$ cat src/tcdm_fifo.sv
/*
 * Valid/ready FIFO
 * Circular buffer with a generic payload type, output read straight
 * from storage, so data appears the cycle after the push
 */

`timescale 1ns/1ps
`default_nettype none

module tcdm_fifo #(
  parameter type         payload_t = logic,
  parameter int unsigned Depth     = 2
) (
  input  wire logic     clk_i,
  input  wire logic     rst_ni,
  input  wire payload_t in_data_i,
  input  wire logic     in_valid_i,
  output logic          in_ready_o,
  output payload_t      out_data_o,
  output logic          out_valid_o,
  input  wire logic     out_ready_i
);

  localparam int unsigned PtrWidth = (Depth > 1) ? $clog2(Depth) : 1;
  localparam int unsigned CntWidth = $clog2(Depth + 1);

  payload_t            mem_q [Depth];
  logic [PtrWidth-1:0] wr_ptr_q, rd_ptr_q;
  logic [CntWidth-1:0] count_q;
  logic                full, push, pop;

  assign full        = (count_q == CntWidth'(Depth));
  assign out_valid_o = (count_q != '0);
  assign out_data_o  = mem_q[rd_ptr_q];       // No fall-through
  assign in_ready_o  = ~full | out_ready_i;   // Full slot frees on a pop
  assign push        = in_valid_i & in_ready_o;
  assign pop         = out_valid_o & out_ready_i;

  always_ff @(posedge clk_i or negedge rst_ni) begin
    if (!rst_ni) begin
      wr_ptr_q <= '0;
      rd_ptr_q <= '0;
      count_q  <= '0;
    end else begin
      if (push) begin
        // Wrap at Depth, which need not be a power of two
        wr_ptr_q <= (wr_ptr_q == PtrWidth'(Depth - 1)) ? '0 : wr_ptr_q + 1'b1;
      end
      if (pop) begin
        rd_ptr_q <= (rd_ptr_q == PtrWidth'(Depth - 1)) ? '0 : rd_ptr_q + 1'b1;
      end
      if (push && !pop) count_q <= count_q + 1'b1;
      else if (pop && !push) count_q <= count_q - 1'b1;
    end
  end

  // Payload storage
  always_ff @(posedge clk_i) begin
    if (push) mem_q[wr_ptr_q] <= in_data_i;
  end

  a_count_in_range : assert property (@(posedge clk_i) disable iff (!rst_ni)
    count_q <= CntWidth'(Depth))
    else $error("FIFO occupancy above depth");

  // Head entry must hold until it is taken
  a_out_stable : assert property (@(posedge clk_i) disable iff (!rst_ni)
    (out_valid_o && !out_ready_i) |=> (out_valid_o && $stable(out_data_o)))
    else $error("FIFO output changed while stalled");

endmodule

`default_nettype wire

$ cat config.mk
export PLATFORM = sky130hd
export DESIGN_NAME = tcdm_fifo
export DESIGN_NICKNAME = d
export VERILOG_FILES = /design/src/tcdm_fifo.sv
export SDC_FILE = /design/constraint.sdc
export NUM_CORES = 1
export LEC_CHECK = 0
export BUFFER_PORTS_ARGS = -buffer_cell sky130_fd_sc_hd__buf_2
export CORE_AREA = 2 2 39 41
export CTS_CLUSTER_SIZE = 14
export DETAILED_ROUTE_END_ITERATION = 10
export DIE_AREA = 0 0 41 43
export GPL_TIMING_DRIVEN = 0
export MAX_ROUTING_LAYER = met4
export PLACE_DENSITY_LB_ADDON = 0.05
export SYNTH_ARGS = -nofsm -noshare
export SYNTH_HDL_FRONTEND = slang
export SYNTH_SLANG_ARGS = --single-unit
$ cat constraint.sdc
create_clock -name clk_i -period 2.35 [get_ports clk_i]
set_clock_uncertainty 0.2 [all_clocks]
set_input_delay 0.5875 -clock clk_i [delete_from_list [all_inputs] [get_ports clk_i]]
set_output_delay 0.5875 -clock clk_i [all_outputs]
set_load 0.02 [all_outputs]
# Yosys cells after proc, flatten, opt, wreduce, memory -nomap -nowiden
# Memories as Yosys holds them, arrays and structs flattened.
# Cells that the tools add are included.
# op_classes
addsub,4
n_eq_ne,1
n_mux,6
bitwise,4
reduce_logical,6
# ops
op,n
$mux 1,4
$mux 2,2
$reduce_bool 2->1,2
$add 1x1->1 const B,2
$add 2x1->2 const B,1
$and 1x1->1,2
$eq 2x2->1 const B,1
$logic_and 1x1->1,2
$logic_not 1->1,2
$sub 2x1->2 const B,1
$not 1->1,1
$or 1x1->1,1
# word_totals
regBits,4
mem_bits_rw,2
out_inout_bits,3
elab_cells,25
n_memories,1
# mem_list
memory,words,width,read_ports,rd_clocked_by_memory_dff,wr,line,rtl
mem_q,2,1,1,0,1,27,payload_t mem_q [Depth];

# Longest topological paths before layout
# depth
word_depth,8
depth_mapped,7
ltp_nobuf,7

# Worst setup path before layout
# No wires, ideal clock.
# synth_path
path_kind,input to register
startpoint,input port out_ready_i
endpoint,register count_q[1]
setup_time_ns,0.079
arrival_time_ns,1.689
slack_ns,0.381
cell_stages,6
n_path_buf,0
cell_sequence,or3b_4 nand2_4 inv_1 ha_1 nor2_1 xor2_1
# synth_between
elab_chain_cells,5
elab_cells_between_ends,9
classes_between,mux (1); bitwise (3); reduce/logical (5)
# synth_rtl
item,line,rtl
from (decl),21,input wire logic out_ready_i
$or 1x1->1,35,assign in_ready_o = ~full | out_ready_i;
$and 1x1->1,36,assign push = in_valid_i & in_ready_o;
$logic_not 1->1,53,else if (pop && !push) count_q <= count_q - 1'b1;
$logic_and 1x1->1,53,
$reduce_bool 2->1 (no line),n/a,
to (signal assigned),52,if (push && !pop) count_q <= count_q + 1'b1;
to (signal assigned),53,
to (decl),29,logic [CntWidth-1:0] count_q;
# Parallel ways exist; a longest one is shown, timed or not.
# A chain may end at the register's enable or synchronous reset.

# Worst setup path after layout
# layout_path
startpoint,register count_q[0]
endpoint,output port in_ready_o
# layout_between
elab_chain_cells,3
# layout_rtl
item,line,rtl
$eq 2x2->1,32,assign full = (count_q == CntWidth'(Depth));
$not 1->1,35,
$or 1x1->1,35,
to (decl),18,"output logic in_ready_o,"
# No other way between the ends.

==> metrics.md <==
| Metric | Value |
|---|---|
| Kind of capture point of the worst setup path | output port |
| WHS Path Cells | 1 |
| Buffers from clock root to sink, at most | 2 |
| Final clock period utilization by the worst path | 0.875 |
| Max Clock Freq | slightly below 500 MHz |
| WL/cell | 9.75 um |
| Fin area | between 300 and 400 um2 |
| Clock Pin Slew Worst Setup and Hold Paths | 40 ps |
| Final TNS setup | 0 ps |
| Number of placement rows | 14 |
| Logic depth of the worst path, buffers included | 2 |
| Peak supply drop | roughly 0.33 mV |
| Share of cells above drive strength 1 | 0.438 |
| TritonRoute pass-1 iters | 1 |
| Largest net degree at the start of global routing | 5 |
| Power Dens Cells | 1270 mW/mm2 |
| Area share of the largest cell type after synthesis | 0.360 |
| Floorplan die height | 43 um |
| Wire length of the first global-routing pass | 786 um |
| Capturing point of the worst reg2reg path | count_q[1] |
| Number of diodes added for antenna fixing | 0 |
| Internal power contribution | 307 uW |
| Count of pins on the block boundary | 8 |
| CP arrival | 1270 ps |
| Setup Buffers After CTS | 0 |
| Seq/Total Area, Yosys | 0.577 |
| Final-layout fill cell count | 147 |
| H-tree levels | 1 |
| Die area | between 0.0015 and 0.002 mm2 |
| Total standard cell area after synthesis | 278 um2 |
| Minimum setup slack in the final design | 294 ps |
| Worst setup slack for register-to-register paths | roughly 500 ps |
| Maximum fanout count along the critical path | 4 |
| Final setup violating endpoints | 0 |
| Critical path, cell by cell | or3b_4 -> buf_2 |
| Gate count of the mapped netlist | 21 |
| Clock root buffer master | clkbuf_4 |
| Count of buffering cells on the critical path with inverters included | 1 |
| Final layout net count | 40 |
| Leakage dissipation | 0.000166 uW |
| Largest delay contributor family on the critical path | simple AND/OR/NAND/NOR gates |
| Cts repair resizes | 0 |
| Switching Fraction | 0.340 |
| Sum of overflow across all layers after global routing | 0 |
| Hold path startpoint | count_q[1] |
| Clock Latency Late Sink | 240 ps |
| Data required, critical path | 1560 ps |
| Leading post-synthesis cells by cell area | dfrtp_1 36%, edfxtp_1 22%, xnor2_1 9.5% |
| DRC violation count after routing | 0 |
| Post-Place Cell Area | 333 um2 |
| Switching Power | 158 uW |
| Total global-route track usage | 0.0787 |
| Num CTS Buffers | 3 |
| Proportion of power drawn by the clock network | 0.201 |
| Starting utilization of the core area | 0.201 |
| Sink Count | 6 |
| Logic pwr share | 0.390 |
| Floorplan Core Area | 0.00138 mm2 |
| Final critical-path required period | slightly above 2000 ps |
| Synthesis-stage register bit count | 6 |
| Status | finished, final reports clean |
| Final core area utilization | 0.264 |
| CP max stage cell | or3b_4 |
| Final wirelength | 468 um |
| Number of nets with antenna violations after detailed routing | 0 |
| Pre-CTS setup slack | 258 ps |
| DP HPWL | around 370 um |
| Via count of the first global-routing pass | just over 200 |
| Flop pwr share | 0.408 |
| Unrepaired setup endpoints after global routing | no |
| Worst Setup Path Type | flop to output port |
| Via count | 180 |
| Slew margin rel. | 0.893 |
| Delay of the slowest cell on the worst path | 440 ps |
| Max-Cap Viols | 0 |
| Worst min path class | flop to flop |
| Gpl congestion | 0.626 |
| Number of DRC markers in iteration 0 | 0 |
| Number of slew-limit violations in the final report | 0 |
| Unique cell type count in the Yosys netlist | 13 |
| Transition time at the pin with the least slew margin | 160 ps |
| Destination of the worst hold path | count_q[1] |
| Sort of element at the start of the critical path | flop |
| Post-synth net total | 27 |
| Yosys warning total | 0 |
| Number of endpoints with negative hold slack in the final report | 0 |
| Library cell occupying the most area in the post-synthesis netlist | dfrtp_1 |
| Via-per-instance ratio | 3.75 |
| Clock tree from TritonCTS | built |
| Count of input and output buffers | 7 |
| R2r startpoint | count_q[0] |
| Syn_area_per_cell | 13.2 um2 |
| Reg2Reg Depth | 7 |
| Synth-to-Final Area Change | 31.5% |
| Antenna violations before repair | 0 |
| Horizontal die dimension | 41 um |
## placed cells by master (no fill, tap or decap)
cell and count:
nand2_4 1, xor2_1 2, xnor2_1 3, edfxtp_1 2
inv_1 1, nor2_1 2, and3_1 1, dlygate4sd3_1 1
dfrtp_1 4, nand2_1 1, or3b_4 1, buf_2 7
or2_2 1, mux2_2 1, ha_1 1, clkbuf_4 3
## logic make-up after synthesis
group | share of synthesized area
fa+ha+maj | 0.0450
simple gates | 0.167
mux | 0.0405
buf+inv | 0.0135
xor+xnor | 0.158
flops | 0.577
## layout make-up
| class | instances | area [um2] | share of cell area |
|---|---|---|---|
| Sequential cell | 6 | 160 | 0.438 |
| Multi-Input combinational cell | 14 | 114 | 0.312 |
| Timing Repair Buffer | 8 | 45.0 | 0.123 |
| Clock buffer | 3 | 22.5 | 0.0616 |
| Tap cell | 16 | 20.0 | 0.0548 |
| Inverter | 1 | 3.75 | 0.0103 |
## worst max-delay path by stage
stage,start,end,slack (ps)
global placement,out_ready_i,count_q[1],250
detailed placement,out_ready_i,count_q[1],260
floorplan,out_ready_i,count_q[1],380
global route,count_q[0],in_ready_o,240
CTS,count_q[0],in_ready_o,280
finish,count_q[0],in_ready_o,290
## worst register-to-register path: stages, from the launching register on
cell and delay, ps:
dfrtp_1 420, or3b_4 440, nand2_4 90, inv_1 40
ha_1 180, xor2_1 140, nor2_1 110, xor2_1 160
## registers in the layout, indices dropped and copies added (netlist names)
signal    count
count_q       2
mem_q         2
rd_ptr_q      1
wr_ptr_q      1
## metal layers
layer / global-route usage / share of wire
met1: 0.0885 / 0.46
met2: 0.0875 / 0.44
met3: 0.0314 / 0.077
met4: 0.100 / 0.017
met5: - / 0
## Yosys cell counts
cell      n
dfrtp_1   4
xnor2_1   3
edfxtp_1  2
nor2_1    2
xor2_1    2
and3_1    1
ha_1      1
inv_1     1
mux2_2    1
nand2_1   1
nand2_4   1
or2_2     1
or3b_4    1
## power groups by stage
| stage | logic [uW] | registers [uW] | clock network [uW] |
|---|---|---|---|
| floorplan | 146 | 184 | 0 |
| global placement | 182 | 191 | 0 |
| detailed placement | 182 | 193 | 0 |
| CTS | 185 | 191 | 97.9 |
| global route | 202 | 199 | 107 |
| finish | 182 | 190 | 93.8 |
## what timing repair did
item,CTS,global route
hold endpoints to repair,4,0
hold buffers,1,0
endpoints found under the setup margin,0,0
## per-stage QoR
| stage | instances | hold WS (ps) | total power, uW |
|---|---|---|---|
| 2_1_floorplan | 21 | 91.9 | 330 |
| 3_3_place_gp | 44 | 206 | 373 |
| 3_5_place_dp | 44 | 203 | 375 |
| 4_1_cts | 48 | 278 | 474 |
| 5_1_grt | 48 | 303 | 508 |
| 6_report | 48 | 274 | 466 |
Power figures use the tool's default switching activity.
