**config.mk**
```make
export PLATFORM = sky130hd
export DESIGN_NAME = tcdm_burst_cutter
export DESIGN_NICKNAME = d
export VERILOG_FILES = /design/src/tcdm_burst_pkg.sv /design/src/tcdm_burst_cutter.sv
export SDC_FILE = /design/constraint.sdc
export NUM_CORES = 1
export LEC_CHECK = 0
export ABC_AREA = 1
export BUFFER_PORTS_ARGS = -buffer_cell sky130_fd_sc_hd__buf_2
export CORE_MARGIN = 2
export CORE_UTILIZATION = 39
export CTS_BUF_LIST = sky130_fd_sc_hd__clkbuf_2 sky130_fd_sc_hd__clkbuf_4 sky130_fd_sc_hd__clkbuf_8
export DETAILED_ROUTE_END_ITERATION = 12
export PLACE_DENSITY = 0.79
export SKIP_CTS_REPAIR_TIMING = 1
export SLEW_MARGIN = 20
export SYNTH_ARGS = -nofsm -noshare
export SYNTH_HDL_FRONTEND = slang
export SYNTH_SLANG_ARGS = --single-unit
```
**constraint.sdc**
```tcl
create_clock -name clk_i -period 2.7 [get_ports clk_i]
set_clock_uncertainty 0.1 [all_clocks]
set_input_delay 0.54 -clock clk_i [delete_from_list [all_inputs] [get_ports clk_i]]
set_output_delay 0.54 -clock clk_i [all_outputs]
set_load 0.03 [all_outputs]
```
**src/tcdm_burst_pkg.sv**
```systemverilog
/*
 * TCDM burst request path definitions
 * Sizes of the banked scratchpad, the burst descriptor and the
 * request and response payloads shared by the FIFOs, cutter and banks
 */

`default_nettype none

package tcdm_burst_pkg;

  // Initiators sharing the request port
  localparam int unsigned NumIn        = 8;
  localparam int unsigned IniIdWidth   = $clog2(NumIn);  // 3 bits

  // Memory geometry
  localparam int unsigned NumBanks     = 8;
  localparam int unsigned NumRows      = 16;             // Words per bank
  localparam int unsigned AddrWidth    = 16;             // Byte address
  localparam int unsigned DataWidth    = 32;
  localparam int unsigned BeWidth      = DataWidth / 8;
  localparam int unsigned ByteOffWidth = $clog2(BeWidth);
  localparam int unsigned BankIdxWidth = $clog2(NumBanks);
  localparam int unsigned RowIdxWidth  = $clog2(NumRows);
  // Byte offset plus bank index, one bank row
  localparam int unsigned AddrMemWidth = ByteOffWidth + BankIdxWidth;

  // Burst length 0 to NumBanks
  localparam int unsigned BlenWidth    = $clog2(NumBanks + 1);

  // Buffering on both sides of the banks
  localparam int unsigned ReqFifoDepth = 2;
  localparam int unsigned RspFifoDepth = 2;

  typedef struct packed {
    logic                 isburst;
    logic [BlenWidth-1:0] blen;     // Words in the burst
  } burst_t;

  typedef struct packed {
    logic [IniIdWidth-1:0] ini_id;
    logic [AddrWidth-1:0]  tgt_addr;
    logic                  wen;
    logic [DataWidth-1:0]  wdata;   // Single word, no write bursts
    logic [BeWidth-1:0]    be;
    burst_t                burst;
  } req_t;

  typedef struct packed {
    logic [IniIdWidth-1:0]               ini_id;
    logic [AddrWidth-1:0]                tgt_addr;  // Address of the first word
    logic                                wen;
    burst_t                              burst;
    logic [NumBanks-1:0][DataWidth-1:0]  rdata;     // Slot 0 holds the first word
  } rsp_t;

endpackage

`default_nettype wire
```
**src/tcdm_burst_cutter.sv**
```systemverilog
/*
 * Burst cutter
 * Splits a read burst that runs past the last bank of a row into two
 * bursts, the second one starting at bank 0 of the next row
 * Writes lose their burst field and pass as single words
 */

`timescale 1ns/1ps
`default_nettype none

module tcdm_burst_cutter (
  input  wire logic                                  clk_i,
  input  wire logic                                  rst_ni,
  // Request in, from the request FIFO
  input  wire logic [tcdm_burst_pkg::IniIdWidth-1:0] req_ini_id_i,
  input  wire logic [tcdm_burst_pkg::AddrWidth-1:0]  req_tgt_addr_i,
  input  wire logic                                  req_wen_i,
  input  wire logic [tcdm_burst_pkg::DataWidth-1:0]  req_wdata_i,
  input  wire logic [tcdm_burst_pkg::BeWidth-1:0]    req_be_i,
  input  wire tcdm_burst_pkg::burst_t                req_burst_i,
  input  wire logic                                  req_valid_i,
  output logic                                       req_ready_o,
  // Request out, to the bank array
  output logic [tcdm_burst_pkg::IniIdWidth-1:0]      req_ini_id_o,
  output logic [tcdm_burst_pkg::AddrWidth-1:0]       req_tgt_addr_o,
  output logic                                       req_wen_o,
  output logic [tcdm_burst_pkg::DataWidth-1:0]       req_wdata_o,
  output logic [tcdm_burst_pkg::BeWidth-1:0]         req_be_o,
  output tcdm_burst_pkg::burst_t                     req_burst_o,
  output logic                                       req_valid_o,
  input  wire logic                                  req_ready_i
);

  typedef enum logic {
    Bypass,    // Pass through, or first half of a cut
    BurstCut   // Second half of a cut
  } cutter_state_e;

  cutter_state_e state_d, state_q;

  // Second half, captured while the first half goes out
  logic [tcdm_burst_pkg::IniIdWidth-1:0]   cut_ini_id_q;
  logic [tcdm_burst_pkg::AddrWidth-1:0]    cut_tgt_addr_q;
  logic [tcdm_burst_pkg::BlenWidth-1:0]    cut_blen_q;
  logic                                    cut_en;

  logic [tcdm_burst_pkg::BankIdxWidth-1:0] bank_off;
  logic [tcdm_burst_pkg::BlenWidth-1:0]    room;       // Words left in the row
  logic [tcdm_burst_pkg::BlenWidth-1:0]    rem_len;
  logic [tcdm_burst_pkg::AddrWidth-1:0]    cut_addr;
  logic                                    need_cut;
  logic [tcdm_burst_pkg::BankIdxWidth-1:0] out_bank_off;

  assign bank_off = req_tgt_addr_i[tcdm_burst_pkg::AddrMemWidth-1:tcdm_burst_pkg::ByteOffWidth];
  assign room     = tcdm_burst_pkg::BlenWidth'(tcdm_burst_pkg::NumBanks)
                  - tcdm_burst_pkg::BlenWidth'(bank_off);
  assign rem_len  = req_burst_i.blen - room;
  // Lands on bank 0 of the next row, wraps with the address
  assign cut_addr = req_tgt_addr_i
                  + (tcdm_burst_pkg::AddrWidth'(room) << tcdm_burst_pkg::ByteOffWidth);
  assign need_cut = req_burst_i.isburst & ~req_wen_i & (req_burst_i.blen > room);

  always_comb begin
    // Bypass by default
    state_d        = state_q;
    cut_en         = 1'b0;
    req_ini_id_o   = req_ini_id_i;
    req_tgt_addr_o = req_tgt_addr_i;
    req_wen_o      = req_wen_i;
    req_wdata_o    = req_wdata_i;
    req_be_o       = req_be_i;
    req_burst_o    = req_burst_i;
    req_valid_o    = req_valid_i;
    req_ready_o    = req_ready_i;

    unique case (state_q)
      Bypass: begin
        if (req_wen_i) begin
          req_burst_o = '0;             // No write bursts
        end else if (need_cut) begin
          req_burst_o.blen = room;      // First half fills the row
          req_ready_o      = 1'b0;      // Input stays until the second half
          if (req_valid_i && req_ready_i) begin
            state_d = BurstCut;
            cut_en  = 1'b1;
          end
        end
      end
      BurstCut: begin
        // Remainder of the burst, read only
        req_ini_id_o        = cut_ini_id_q;   // Same initiator
        req_tgt_addr_o      = cut_tgt_addr_q;
        req_wen_o           = 1'b0;
        req_wdata_o         = '0;
        req_be_o            = '0;
        req_burst_o.isburst = 1'b1;
        req_burst_o.blen    = cut_blen_q;
        req_valid_o         = 1'b1;
        req_ready_o         = req_ready_i;    // Pop together with the second half
        if (req_ready_i) state_d = Bypass;
      end
      default: state_d = Bypass;
    endcase
  end

  always_ff @(posedge clk_i or negedge rst_ni) begin
    if (!rst_ni) begin
      state_q <= Bypass;
    end else begin
      state_q <= state_d;
    end
  end

  always_ff @(posedge clk_i) begin
    if (cut_en) begin
      cut_ini_id_q   <= req_ini_id_i;
      cut_tgt_addr_q <= cut_addr;
      cut_blen_q     <= rem_len;
    end
  end

  assign out_bank_off =
    req_tgt_addr_o[tcdm_burst_pkg::AddrMemWidth-1:tcdm_burst_pkg::ByteOffWidth];

  // Only one cut per burst is possible
  a_cut_len : assert property (@(posedge clk_i) disable iff (!rst_ni)
    (state_q == BurstCut) |-> (cut_blen_q <= tcdm_burst_pkg::BlenWidth'(tcdm_burst_pkg::NumBanks)))
    else $error("Remaining burst length above bank count");

  a_out_in_row : assert property (@(posedge clk_i) disable iff (!rst_ni)
    (req_valid_o && !req_wen_o && req_burst_o.isburst)
      |-> ((out_bank_off + req_burst_o.blen) <= tcdm_burst_pkg::NumBanks))
    else $error("Cutter output burst crosses a bank row");

endmodule

`default_nettype wire

```
# Yosys cells after proc, flatten, opt, wreduce, memory -nomap -nowiden
# Cells that the tools add are included.
dict set report classes {
  n_addsub 3
  n_lt_le_gt_ge 1
  n_mux 19
  bitwise 4
  div 0
  multipliers 0
  n_eq_ne 0
  shifts 0
  reduce_logical 1
}
# cell n
set ops {}
lappend ops {{$mux W32} 1}
lappend ops {{$add A16 B6 Y16} 1}
lappend ops {{$mux W16} 1}
lappend ops {{$mux W4} 3}
lappend ops {{$mux W1} 10}
lappend ops {{$pmux W5 S2} 1}
lappend ops {{$gt A4 B4 Y1} 1}
lappend ops {{$pmux W1 S2} 2}
lappend ops {{$sub A4 B3 Y4 const A} 1}
lappend ops {{$sub A4 B4 Y4} 1}
lappend ops {{$mux W3} 1}
lappend ops {{$and A1 B1 Y1} 2}
lappend ops {{$not A1 Y1} 2}
lappend ops {{$logic_and A1 B1 Y1} 1}
dict set report word_totals {
  ramBits 0
  in_bits 65
  n_memories 0
  mem_bits_ro 0
  latchBits 0
  register_bits 24
  out_inout_bits 63
}

# Longest topological paths before layout
# Gate-level depths: netlist (run 1).
dict set report logic_depth {
  word_depth 6
  depth_mapped 12
  ltp_nobuf 12
}

# Least setup slack after synthesis (run 1)
# No wires, ideal clock.
dict set report synth_path {
  path_type {input to register}
  from {input port req_tgt_addr_i[2] (netlist bit)}
  to {register cut_blen_q[0] (netlist bit) (enable)}
  setup_slack_ns -0.623
  setup_ns 0.399
  path_buffers 0
  t_arrival_ns 2.825
  required_time_ns 2.201
  path_stages 9
  cell_sequence {inv_1 ha_1 ha_1 ha_1 nand2_1 nor2_1 nor2_2 nand3_1 nor2_1}
}
dict set report synth_via {
  elab_chain_cells 6
}
# element line_no
set synth_rtl {}
lappend synth_rtl {{from (decl)} tcdm_burst_cutter.sv:16} ;# input wire logic [tcdm_burst_pkg::AddrWidth-1:0] req_tgt_addr_i,
lappend synth_rtl {{$sub A4 B3 Y4} tcdm_burst_cutter.sv:56} ;# - tcdm_burst_pkg::BlenWidth'(bank_off);
lappend synth_rtl {{$gt A4 B4 Y1} tcdm_burst_cutter.sv:61} ;# assign need_cut = req_burst_i.isburst & ~req_wen_i & (req_burst_i.blen > room);
lappend synth_rtl {{$and A1 B1 Y1} tcdm_burst_cutter.sv:61}
lappend synth_rtl {{$mux W1} tcdm_burst_cutter.sv:80} ;# end else if (need_cut) begin
lappend synth_rtl {{$mux W1} tcdm_burst_cutter.sv:78} ;# if (req_wen_i) begin
lappend synth_rtl {{$mux W1} tcdm_burst_cutter.sv:76} ;# unique case (state_q)
lappend synth_rtl {{named net cut_en} tcdm_burst_cutter.sv:45} ;# logic cut_en;
lappend synth_rtl {{to (signal assigned)} tcdm_burst_cutter.sv:118} ;# cut_blen_q <= rem_len;
lappend synth_rtl {{to (decl)} tcdm_burst_cutter.sv:44} ;# logic [tcdm_burst_pkg::BlenWidth-1:0] cut_blen_q;
# The timed path passes the listed nets, and every way through them passes these cells.
# A chain may end at the register's enable or synchronous reset.

==> results of run 1 <==
-- through the flow --
step                      std cells  setup TNS [ps]
after global placement          482            -818
after detailed placement        482           -1170
after floorplan                 290               0
after CTS                       486            -897
after global routing            489            -467
final                           489            -206
-- worst max path at each step --
stage	from	slack (ps)	depth (start not counted)	to
floorplan	req_tgt_addr_i[2]	6	8	req_burst_o[0]
global placement	req_tgt_addr_i[2]	-200	10	req_burst_o[0]
detailed placement	req_tgt_addr_i[2]	-220	10	req_burst_o[0]
CTS	req_tgt_addr_i[2]	-220	13	req_burst_o[0]
global route	req_tgt_addr_i[3]	-130	13	req_burst_o[3]
finish	req_tgt_addr_i[3]	-80	13	req_burst_o[3]
-- worst max-delay path, delay by kind of cell --
| family | cells | cell delay [ps] |
|---|---|---|
| AO/OA/AOI/OAI | 1 | 200 |
| AND/OR/NAND/NOR | 4 | 240 |
| adder cells (fa/ha/maj) | 3 | 680 |
| buffers and inverters | 5 | 470 |
-- where the power goes --
group / internal (mW) / leakage, nW / switching, mW
combinational: 0.208 / 1.50 / 0.348
clock: 0.198 / 0.0357 / 0.119
sequential: 0.386 / 0.202 / 0.00688
total: 0.793 / 1.74 / 0.474
-- logic make-up (layout without fill, tap and decap cells) --
family | after synthesis | count (layout) | share of synthesized area (%)
and+or+nand+nor | 160 | 160 | 34.6
buffers and inverters | 74 | 219 | 15.0
DFF | 22 | 22 | 35.2
AOI/OAI and AO/OA | 17 | 17 | 4.97
adders and majority gates | 9 | 9 | 6.45
xor gates and xnor gates | 8 | 8 | 3.76
-- layout make-up --
| cell class | instances | share of cell area, % |
|---|---|---|
| clock buffer | 3 | 1.37 |
| clock inverter | 1 | 0.996 |
| inverter | 65 | 8.26 |
| multi-input combinational | 194 | 36.1 |
| sequential | 22 | 21.8 |
| tap | 54 | 2.24 |
| timing repair buffer | 150 | 29.3 |
-- routing by layer --
| layer | routed length, um | vias to the layer above |
|---|---|---|
| met2 | 2740 | 89 |
| met3 | 364 | 10 |
| li1 | - | 1164 |
| met1 | 2340 | 963 |
| met4 | 102 | 0 |
| met5 | 0 | - |
-- layout by cell type (no fill, tap or decap), drive strengths merged --
| cell type | instances |
|---|---|
| buf | 149 |
| nand2 | 87 |
| inv | 65 |
| nor2 | 50 |
| edfxtp | 21 |
| nand3 | 18 |
| o21ai | 11 |
| ha | 8 |
| xor2 | 7 |
| a21oi | 4 |
| clkbuf | 3 |
| nand4 | 2 |
| or2 | 2 |
| o21a | 1 |
| nor3 | 1 |
| xnor2 | 1 |
| o22ai | 1 |
| fa | 1 |
| bufinv | 1 |
| dlygate4sd3 | 1 |
| dfrtp | 1 |
-- registers in the layout, indices dropped and copies added, names as in the netlist --
name and count:
cut_tgt_addr_q 14, cut_blen_q 4, cut_ini_id_q 3, state_q 1
==> results.md, run 1 <==
- Post-place instance area: 0.00274 mm^2
- Hold path endpoint: cut_tgt_addr_q[1]
- Critical hold path startpoint: req_tgt_addr_i[1]
- Number of CTS-inserted buffers: 3
- Routability congestion estimate: 0.827
- Number of filler instances in the final layout: 414
- Worst hold path depth: 1
- Post-route minimum period: 2780 ps
- Period utilisation layout: 103%
- Core Box Area: 0.00466 mm^2
- Result of the run: finished with violations
- Ys Warns: 0
- Worst-path cell with the longest stage delay: sky130_fd_sc_hd__ha_4
- Number of violations reported at the end of detailed-routing iteration 0: 66
- Number of global-route vias before repair: 1977
- Count of clock tree sinks: 22
- Final cell utilization of the core: 64.7%
- Initial Utilization: 39.9%
- Later-pin clock latency in the skew report: 270 ps
- Antenna cells: 0
- Worst Setup Slack, final: -82.9 ps
- Fin. Hold Viols: 0
- Global-route wire length before repair: 8390 um
- DRC violation count after routing: 0
- Count of port buffers added during placement: 127
- Area share of the largest cell type after synthesis: 33.9%
- Depth of the CTS H-tree: 1
- Unrepaired setup endpoints after global routing: yes
- Setup CP Type: input pin to output pin
- Grt peak-use layer: met2
- Worst VDD drop: 0.230 mV
- Number of antenna violations at the first check in global routing: 0
- Flip-flop and latch count after synthesis: 22
- Via count: 2226
- Root buffer selected by CTS: sky130_fd_sc_hd__clkbuf_8
- Vias per std cell: 4.55
- Dominant cells by area after synthesis: sky130_fd_sc_hd__edfxtp_1, sky130_fd_sc_hd__nand2_1, sky130_fd_sc_hd__inv_1
- Maximum number of pins on one net before global-route repair: 29
- Post-layout net count: 510
- Overall fraction of global-route tracks in use: 19.6%
- Net Count, Synth: 364
- Portion of the post-synthesis area used by sequential elements: 35.2%
- Synthesized instance count: 290
- I/O pin count: 128
- Slew Limit Headroom: 70.2%
- Startpoint type of the worst setup path: input pin
- Synthesized area divided by synthesized cell count: 6.42 um^2
- Final Routed Wirelength: 5550 um
- Y dimension of the die: 73.1 um
- Most common cell in the synthesized netlist: sky130_fd_sc_hd__nand2_1
- Met3 track utilization from global routing: 2.21%
- Critical Path End Type: output pin
- Post-Place Worst Slack: -216 ps
- Layout cell share with drive strength beyond 1: 43.0%
- Total Die Area: 0.00534 mm^2
- Storage cell area: 657 um^2
- Width of the die: 73.1 um
- Placed wire-length estimate after detailed placement: 4260 um
- Met1 capacity usage during global routing: 23.6%
- Max Slew Vio Count: 0
- Ranking of synthesized cells by instance count: sky130_fd_sc_hd__nand2_1, sky130_fd_sc_hd__inv_1, sky130_fd_sc_hd__nor2_1
- Post-route cell area: 0.00302 mm^2
- Depth of the most critical reg-to-reg path: 5
- Number of synthesized flops with an enable pin: 21
- Worst Path Max Fanout: 3
- Critical path, cell by cell: buf_8, inv_4, ha_4, ha_4, ha_4, nand2_4, o21ai_4, buf_6, buf_6, nand3_2, nand3_2, nand2_2, buf_6
- Std cell rows: 25
- Post-synthesis cell type with the largest combined area: sky130_fd_sc_hd__edfxtp_1
- Signal arrival time at the worst endpoint: 2140 ps
- Average detailed-routed wire length per instance: 11.3 um
- Reg-to-reg critical path startpoint: state_q
- Met2 Track Usage GR: 35.3%
- FFs w/ async S/R, synth: 4.55%
- P per Cell Area: 420 mW/mm^2
- Worst stage delay on the critical path: 270 ps
- Area of the multi-input gates: 0.00109 mm^2
- Static Leak: 1.74 nW
- First-pass iteration count of the detailed router: 4
- Synthesized cell area: 0.00186 mm^2
- Worst reg2reg setup slack: 760 ps
- Min-Delay Path Class: input pin to register
- Maximum buffer depth of the clock tree: 2
- Layout Area Growth over Synthesis: 62.0%
- CTS tree: done
- Violated checks: negative setup slack
- WP data required: 2060 ps
- Worst r2r dst: cut_tgt_addr_q[9]
- CTS clock-pin slew for the worst setup and hold paths: 90 ps
- Maximum clock frequency: 359 MHz
- Total design power: 1.27 mW
- Number of maximum-capacitance violations: 0
- Leading register cell type out of synthesis: sky130_fd_sc_hd__edfxtp_1
- Overflow after GRT: 0
- Number of antenna-violating nets in the routed design: 0
- Worst hold margin: 355 ps
- Count of different cell masters after synthesis: 23
- # setup viols final: 4
- Slew @ Worst Pin: 447 ps
No activity file was read; power rests on OpenSTA's default activity.
==> run 2: changes to the inputs <==
ABC_AREA = not set   (was 1)
CORE_UTILIZATION = 38   (was 39)
==> results.md, run 2 <==
- Commonest cells after routing, fill and taps aside: sky130_fd_sc_hd__buf_2, sky130_fd_sc_hd__nor2b_1, sky130_fd_sc_hd__buf_4
- Leading register cell type out of synthesis: sky130_fd_sc_hd__edfxtp_1
- Antenna cells: 0
- Post-synthesis cell type with the largest combined area: sky130_fd_sc_hd__edfxtp_1
- Layout cell share with drive strength beyond 1: 60.5%
- Synthesized area divided by synthesized cell count: 10.2 um^2
- Number of antenna-violating nets in the routed design: 0
- Setup CP Type: input pin to output pin
- WP data required: 2060 ps
- I/O pin count: 128
- Post-route minimum period: 3000 ps
- Worst VDD drop: 0.218 mV
- Count of different cell masters after synthesis: 39
- Flip-flop and latch count after synthesis: 22
- FFs w/ async S/R, synth: 4.55%
- Signal arrival time at the worst endpoint: 2360 ps
- Layout Area Growth over Synthesis: 62.6%
- Placed wire-length estimate after detailed placement: 4070 um
- Slew Limit Headroom: 70.5%
- Largest Register: cut_tgt_addr_q
- Unrepaired setup endpoints after global routing: yes
- Post-layout net count: 399
- DRC violation count after routing: 0
- Maximum number of pins on one net before global-route repair: 68
- Number of synthesized flops with an enable pin: 21
- Width of the die: 72.4 um
- Later-pin clock latency in the skew report: 250 ps
- Overflow after GRT: 0
- Global-route wire length before repair: 7380 um
- Core Box Area: 0.00441 mm^2
- Average detailed-routed wire length per instance: 13.8 um
- Initial Utilization: 40.2%
- Overall fraction of global-route tracks in use: 17.8%
- Result of the run: finished with violations
- Max Slew Vio Count: 0
- Depth of the CTS H-tree: 1
- CTS clock-pin slew for the worst setup and hold paths: 80 ps
- Number of global-route vias before repair: 1612
- CTS tree: done
- Final Routed Wirelength: 5180 um
- Commonest non-fill, non-tap cell in the layout: sky130_fd_sc_hd__buf_2
- Violated checks: negative setup slack
- Area share of the largest cell type after synthesis: 35.5%
- Number of filler instances in the final layout: 370
- Total Die Area: 0.00524 mm^2
- Area of the multi-input gates: 0.00117 mm^2
- Number of antenna violations at the first check in global routing: 0
- Critical Path End Type: output pin
- Period utilisation layout: 111%
- Static Leak: 1.34 nW
- Vias per std cell: 4.74
- Storage cell area: 657 um^2
- # setup viols final: 5
- Count of port buffers added during placement: 127
- First-pass iteration count of the detailed router: 4
- Count of clock tree sinks: 22
- Y dimension of the die: 72.4 um
- P per Cell Area: 398 mW/mm^2
- Maximum clock frequency: 334 MHz
- Synthesized instance count: 174
- Largest registers ranked by flip-flop count: cut_tgt_addr_q: 14 flops, cut_blen_q: 4 flops, cut_ini_id_q: 3 flops
- Routability congestion estimate: 0.908
- Root buffer selected by CTS: sky130_fd_sc_hd__clkbuf_8
- Worst Setup Slack, final: -296 ps
- Number of maximum-capacitance violations: 0
- Net Count, Synth: 248
- Dominant cells by area after synthesis: sky130_fd_sc_hd__edfxtp_1, sky130_fd_sc_hd__nor2b_1, sky130_fd_sc_hd__mux2_2
- Post-Layout Cell Count: 376
- Fin. Hold Viols: 0
- Slew @ Worst Pin: 440 ps
- Std cell rows: 24
- Synthesized cell area: 0.00178 mm^2
- Min-Delay Path Class: input pin to register
- Most common cell in the synthesized netlist: sky130_fd_sc_hd__nor2b_1
- Portion of the post-synthesis area used by sequential elements: 36.9%
- Ranking of synthesized cells by instance count: sky130_fd_sc_hd__nor2b_1, sky130_fd_sc_hd__edfxtp_1, sky130_fd_sc_hd__mux2_2
- Number of CTS-inserted buffers: 3
- Worst Path Max Fanout: 4
- Maximum buffer depth of the clock tree: 2
- Post-Place Worst Slack: -392 ps
- Cell count after placement: 367
- Number of flip-flops in the largest register: 14
- Via count: 1784
- Number of violations reported at the end of detailed-routing iteration 0: 74
- Startpoint type of the worst setup path: input pin
- Ys Warns: 0
run 2: changes by cell type in the layout (fill, tap and decap cells not counted), moves of 16 or more:
cell,change
sky130_fd_sc_hd__nor2b_1,+39
sky130_fd_sc_hd__inv_1,-56
sky130_fd_sc_hd__mux2_2,+16
sky130_fd_sc_hd__nand2_1,-72
sky130_fd_sc_hd__nor2_1,-42
run 2: metal layers:
metal  vias up  global-route usage, %  wire length [um]
li1        912                      -                 -
met1       819                   23.5              2170
met2        51                   30.7              2690
met3         2                   1.81               286
met4         0                   5.03                34
met5         -                      0                 0
run 2: kinds of logic after synthesis:
group / Yosys count / share of synthesized area (%)
AND/OR/NAND/NOR: 80 / 28.0
flip-flops: 22 / 36.9
buffers and inverters: 17 / 3.66
multiplexers: 16 / 10.1
AO/OA/AOI/OAI: 15 / 6.69
XOR/XNOR: 15 / 7.82
adder cells (fa/ha/maj): 9 / 6.77
run 2: cell type report:
cell class	instances	area share, %
timing repair buffer	154	31.4
multi-input combinational	135	40.7
clock buffer	3	1.43
clock inverter	1	0.130
inverter	9	1.30
sequential	22	22.8
tap	52	2.25
run 2: metrics by stage:
stage / cell area (um^2) / hold WS [ps] / utilization [%] / TNS (ps) / total power, mW
after detailed placement: 2730 / 220 / 61.9 / -3970 / 0.919
final: 2890 / 369 / 65.4 / -1260 / 1.15
after CTS: 2780 / -61.4 / 62.9 / -1880 / 1.13
after global placement: 2730 / 218 / 61.9 / -3060 / 0.911
after floorplan: 1870 / 144 / - / -1930 / 0.731
after global routing: 2890 / 367 / 65.4 / -1770 / 1.21
run 2: final timing paths:
| kind | endpoint | from | slack [ps] | depth (start not counted) |
|---|---|---|---|---|
| max | req_burst_o[3] | req_tgt_addr_i[2] | -300 | 10 |
| min in group asynchronous | state_q | rst_ni | 510 | 2 |
| min | cut_ini_id_q[1] | req_ini_id_i[1] | 370 | 1 |
| min reg2reg | state_q | state_q | 800 | 2 |
| max in group asynchronous | state_q | rst_ni | 1900 | 2 |
| max reg2reg | cut_tgt_addr_q[15] | state_q | 1160 | 3 |
run 2: worst max-delay path, cell delays in order:
cell                         delay, ps
sky130_fd_sc_hd__buf_8              80
sky130_fd_sc_hd__clkinvlp_4         90
sky130_fd_sc_hd__ha_4              180
sky130_fd_sc_hd__ha_4              240
sky130_fd_sc_hd__ha_4              270
sky130_fd_sc_hd__nor2b_4           160
sky130_fd_sc_hd__o31a_1            170
sky130_fd_sc_hd__nand2_2           100
sky130_fd_sc_hd__a221o_2           360
sky130_fd_sc_hd__buf_6             140
run 2: power by group:
| part | leakage, nW | internal (mW) | total [mW] | switching (mW) |
|---|---|---|---|---|
| Combinational | 1.12 | 0.239 | 0.553 | 0.314 |
| Clock | 0.0231 | 0.101 | 0.207 | 0.106 |
| Sequential | 0.202 | 0.386 | 0.388 | 0.00210 |
==> run 3: changes to the inputs <==
CORE_UTILIZATION = 45   (was 38)
PLACE_DENSITY = 0.87   (was 0.79)
clock period = 3.8 ns   (was 2.7 ns; I/O delays follow)
==> results.md, run 3 (synthesized netlist as in run 2, its figures left out) <==
- Result of the run: complete, no violations
- Vias per std cell: 4.92
- Worst r2r dst: cut_tgt_addr_q[9]
- Post-Place Worst Slack: -18.9 ps
- Layout Area Growth over Synthesis: 45.8%
- Total design power: 833 uW
- Later-pin clock latency in the skew report: 260 ps
- Slew @ Worst Pin: 657 ps
- Static Leak: 1.22 nW
- Number of violations reported at the end of detailed-routing iteration 0: 124
- # setup viols final: 0
- Slew Limit Headroom: 56.2%
- Number of maximum-capacitance violations: 0
- Unrepaired setup endpoints after global routing: no
- WP data required: 2940 ps
- Worst Path Max Fanout: 4
- Number of antenna-violating nets in the routed design: 0
- Commonest cells after routing, fill and taps aside: sky130_fd_sc_hd__buf_2, sky130_fd_sc_hd__nor2b_1, sky130_fd_sc_hd__edfxtp_1
- Placed wire-length estimate after detailed placement: 3770 um
- Startpoint type of the worst setup path: input pin
- Worst VDD drop: 0.259 mV
- Routability congestion estimate: 0.834
- Period utilisation layout: 97.2%
- Commonest non-fill, non-tap cell in the layout: sky130_fd_sc_hd__buf_2
- Initial Utilization: 47.8%
- Total Die Area: 0.00446 mm^2
- Count of port buffers added during placement: 127
- DRC violation count after routing: 0
- Min-Delay Path Class: input pin to asynchronous set/reset pin
- Std cell rows: 22
- Setup CP Type: input pin to output pin
- CTS clock-pin slew for the worst setup and hold paths: 80 ps
- Maximum clock frequency: 271 MHz
- CTS tree: done
- Depth of the CTS H-tree: 1
- Global-route wire length before repair: 7170 um
- Count of clock tree sinks: 22
- Number of global-route vias before repair: 1592
- Root buffer selected by CTS: sky130_fd_sc_hd__clkbuf_8
- Largest registers ranked by flip-flop count: cut_tgt_addr_q: 14 flops, cut_blen_q: 4 flops, cut_ini_id_q: 3 flops
- Width of the die: 66.8 um
- Depth of the most critical reg-to-reg path: 3
- Overflow after GRT: 0
- Post-layout net count: 378
- Worst reg2reg setup slack: 2160 ps
- Signal arrival time at the worst endpoint: 2830 ps
- Final Routed Wirelength: 4730 um
- Setup Total Neg Slack: 0 ps
- Number of flip-flops in the largest register: 14
- Overall fraction of global-route tracks in use: 21.0%
- Fin. Hold Viols: 0
- Core Box Area: 0.00372 mm^2
- Critical Path End Type: output pin
- Maximum number of pins on one net before global-route repair: 68
- Number of CTS-inserted buffers: 3
- Average detailed-routed wire length per instance: 13.5 um
- I/O pin count: 128
- Worst Setup Slack, final: 106 ps
- Post-route minimum period: 3690 ps
- Largest Register: cut_tgt_addr_q
- Via count: 1726
- Reg-to-reg critical path startpoint: state_q
- P per Cell Area: 322 mW/mm^2
- First-pass iteration count of the detailed router: 4
- Max Slew Vio Count: 0
- Layout cell share with drive strength beyond 1: 54.1%
- Number of antenna violations at the first check in global routing: 0
- Y dimension of the die: 66.8 um
- Antenna cells: 0
- Number of filler instances in the final layout: 315
- Maximum buffer depth of the clock tree: 2
## run 3: changes by cell type in the layout (fill, tap and decap cells not counted), moves of 3 or more
cell,change
sky130_fd_sc_hd__buf_2,+6
sky130_fd_sc_hd__ha_1,+3
sky130_fd_sc_hd__ha_4,-3
sky130_fd_sc_hd__buf_6,-5
sky130_fd_sc_hd__buf_4,-18
## run 3: area by class of cell
| cell class | instances | area [um^2] | area share [%] |
|---|---|---|---|
| flip-flops and latches | 22 | 657 | 25.4 |
| clock inverters | 1 | 30.0 | 1.16 |
| well taps | 48 | 60.1 | 2.32 |
| multi-input cells | 135 | 1090 | 42.0 |
| repair buffers | 133 | 681 | 26.3 |
| inverters | 9 | 33.8 | 1.30 |
| clock buffers | 3 | 41.3 | 1.59 |
## run 3: worst max-delay path by stage
| stage | start | to | cells after the start |
|---|---|---|---|
| after floorplan | req_tgt_addr_i[2] | cut_blen_q[0] | 8 |
| after global placement | req_tgt_addr_i[2] | req_burst_o[1] | 11 |
| after detailed placement | req_tgt_addr_i[3] | req_burst_o[1] | 11 |
| after CTS | req_tgt_addr_i[3] | req_burst_o[1] | 11 |
| after global routing | req_tgt_addr_i[3] | req_burst_o[3] | 10 |
| final | req_tgt_addr_i[3] | req_burst_o[2] | 10 |
## run 3: per-layer routing
layer | up-vias | track usage (%) | routed length (um)
met4 | 0 | 6.63 | 45
met3 | 4 | 3.72 | 145
li1 | 865 | - | -
met5 | - | 0 | 0
met1 | 813 | 24.5 | 1870
met2 | 44 | 38.6 | 2680
## run 3: per-stage QoR
| stage | hold WS (ps) | instance area, um^2 | std cells | util [%] |
|---|---|---|---|---|
| 6_report | 155 | 2590 | 351 | 69.7 |
| 5_1_grt | 146 | 2590 | 351 | 69.7 |
| 4_1_cts | 150 | 2570 | 351 | 69.1 |
| 3_5_place_dp | 441 | 2500 | 347 | 67.2 |
| 3_3_place_gp | 437 | 2500 | 347 | 67.2 |
| 2_1_floorplan | 364 | 1780 | 174 | - |
## run 3: critical path, stage by stage
cell and delay (ps):
sky130_fd_sc_hd__buf_2 140, sky130_fd_sc_hd__inv_1 70, sky130_fd_sc_hd__ha_1 210, sky130_fd_sc_hd__ha_1 330
sky130_fd_sc_hd__ha_4 310, sky130_fd_sc_hd__nor2b_2 180, sky130_fd_sc_hd__o31a_1 190, sky130_fd_sc_hd__nand2_1 140
sky130_fd_sc_hd__a221o_1 310, sky130_fd_sc_hd__buf_2 180
## run 3: report_power, final
part / switching, mW / internal [mW] / leakage [nW] / total, mW
Clock: 0.0799 / 0.141 / 0.0357 / 0.221
Combinational: 0.208 / 0.129 / 0.983 / 0.337
Sequential: 0.00118 / 0.275 / 0.202 / 0.276
Total: 0.289 / 0.544 / 1.22 / 0.833
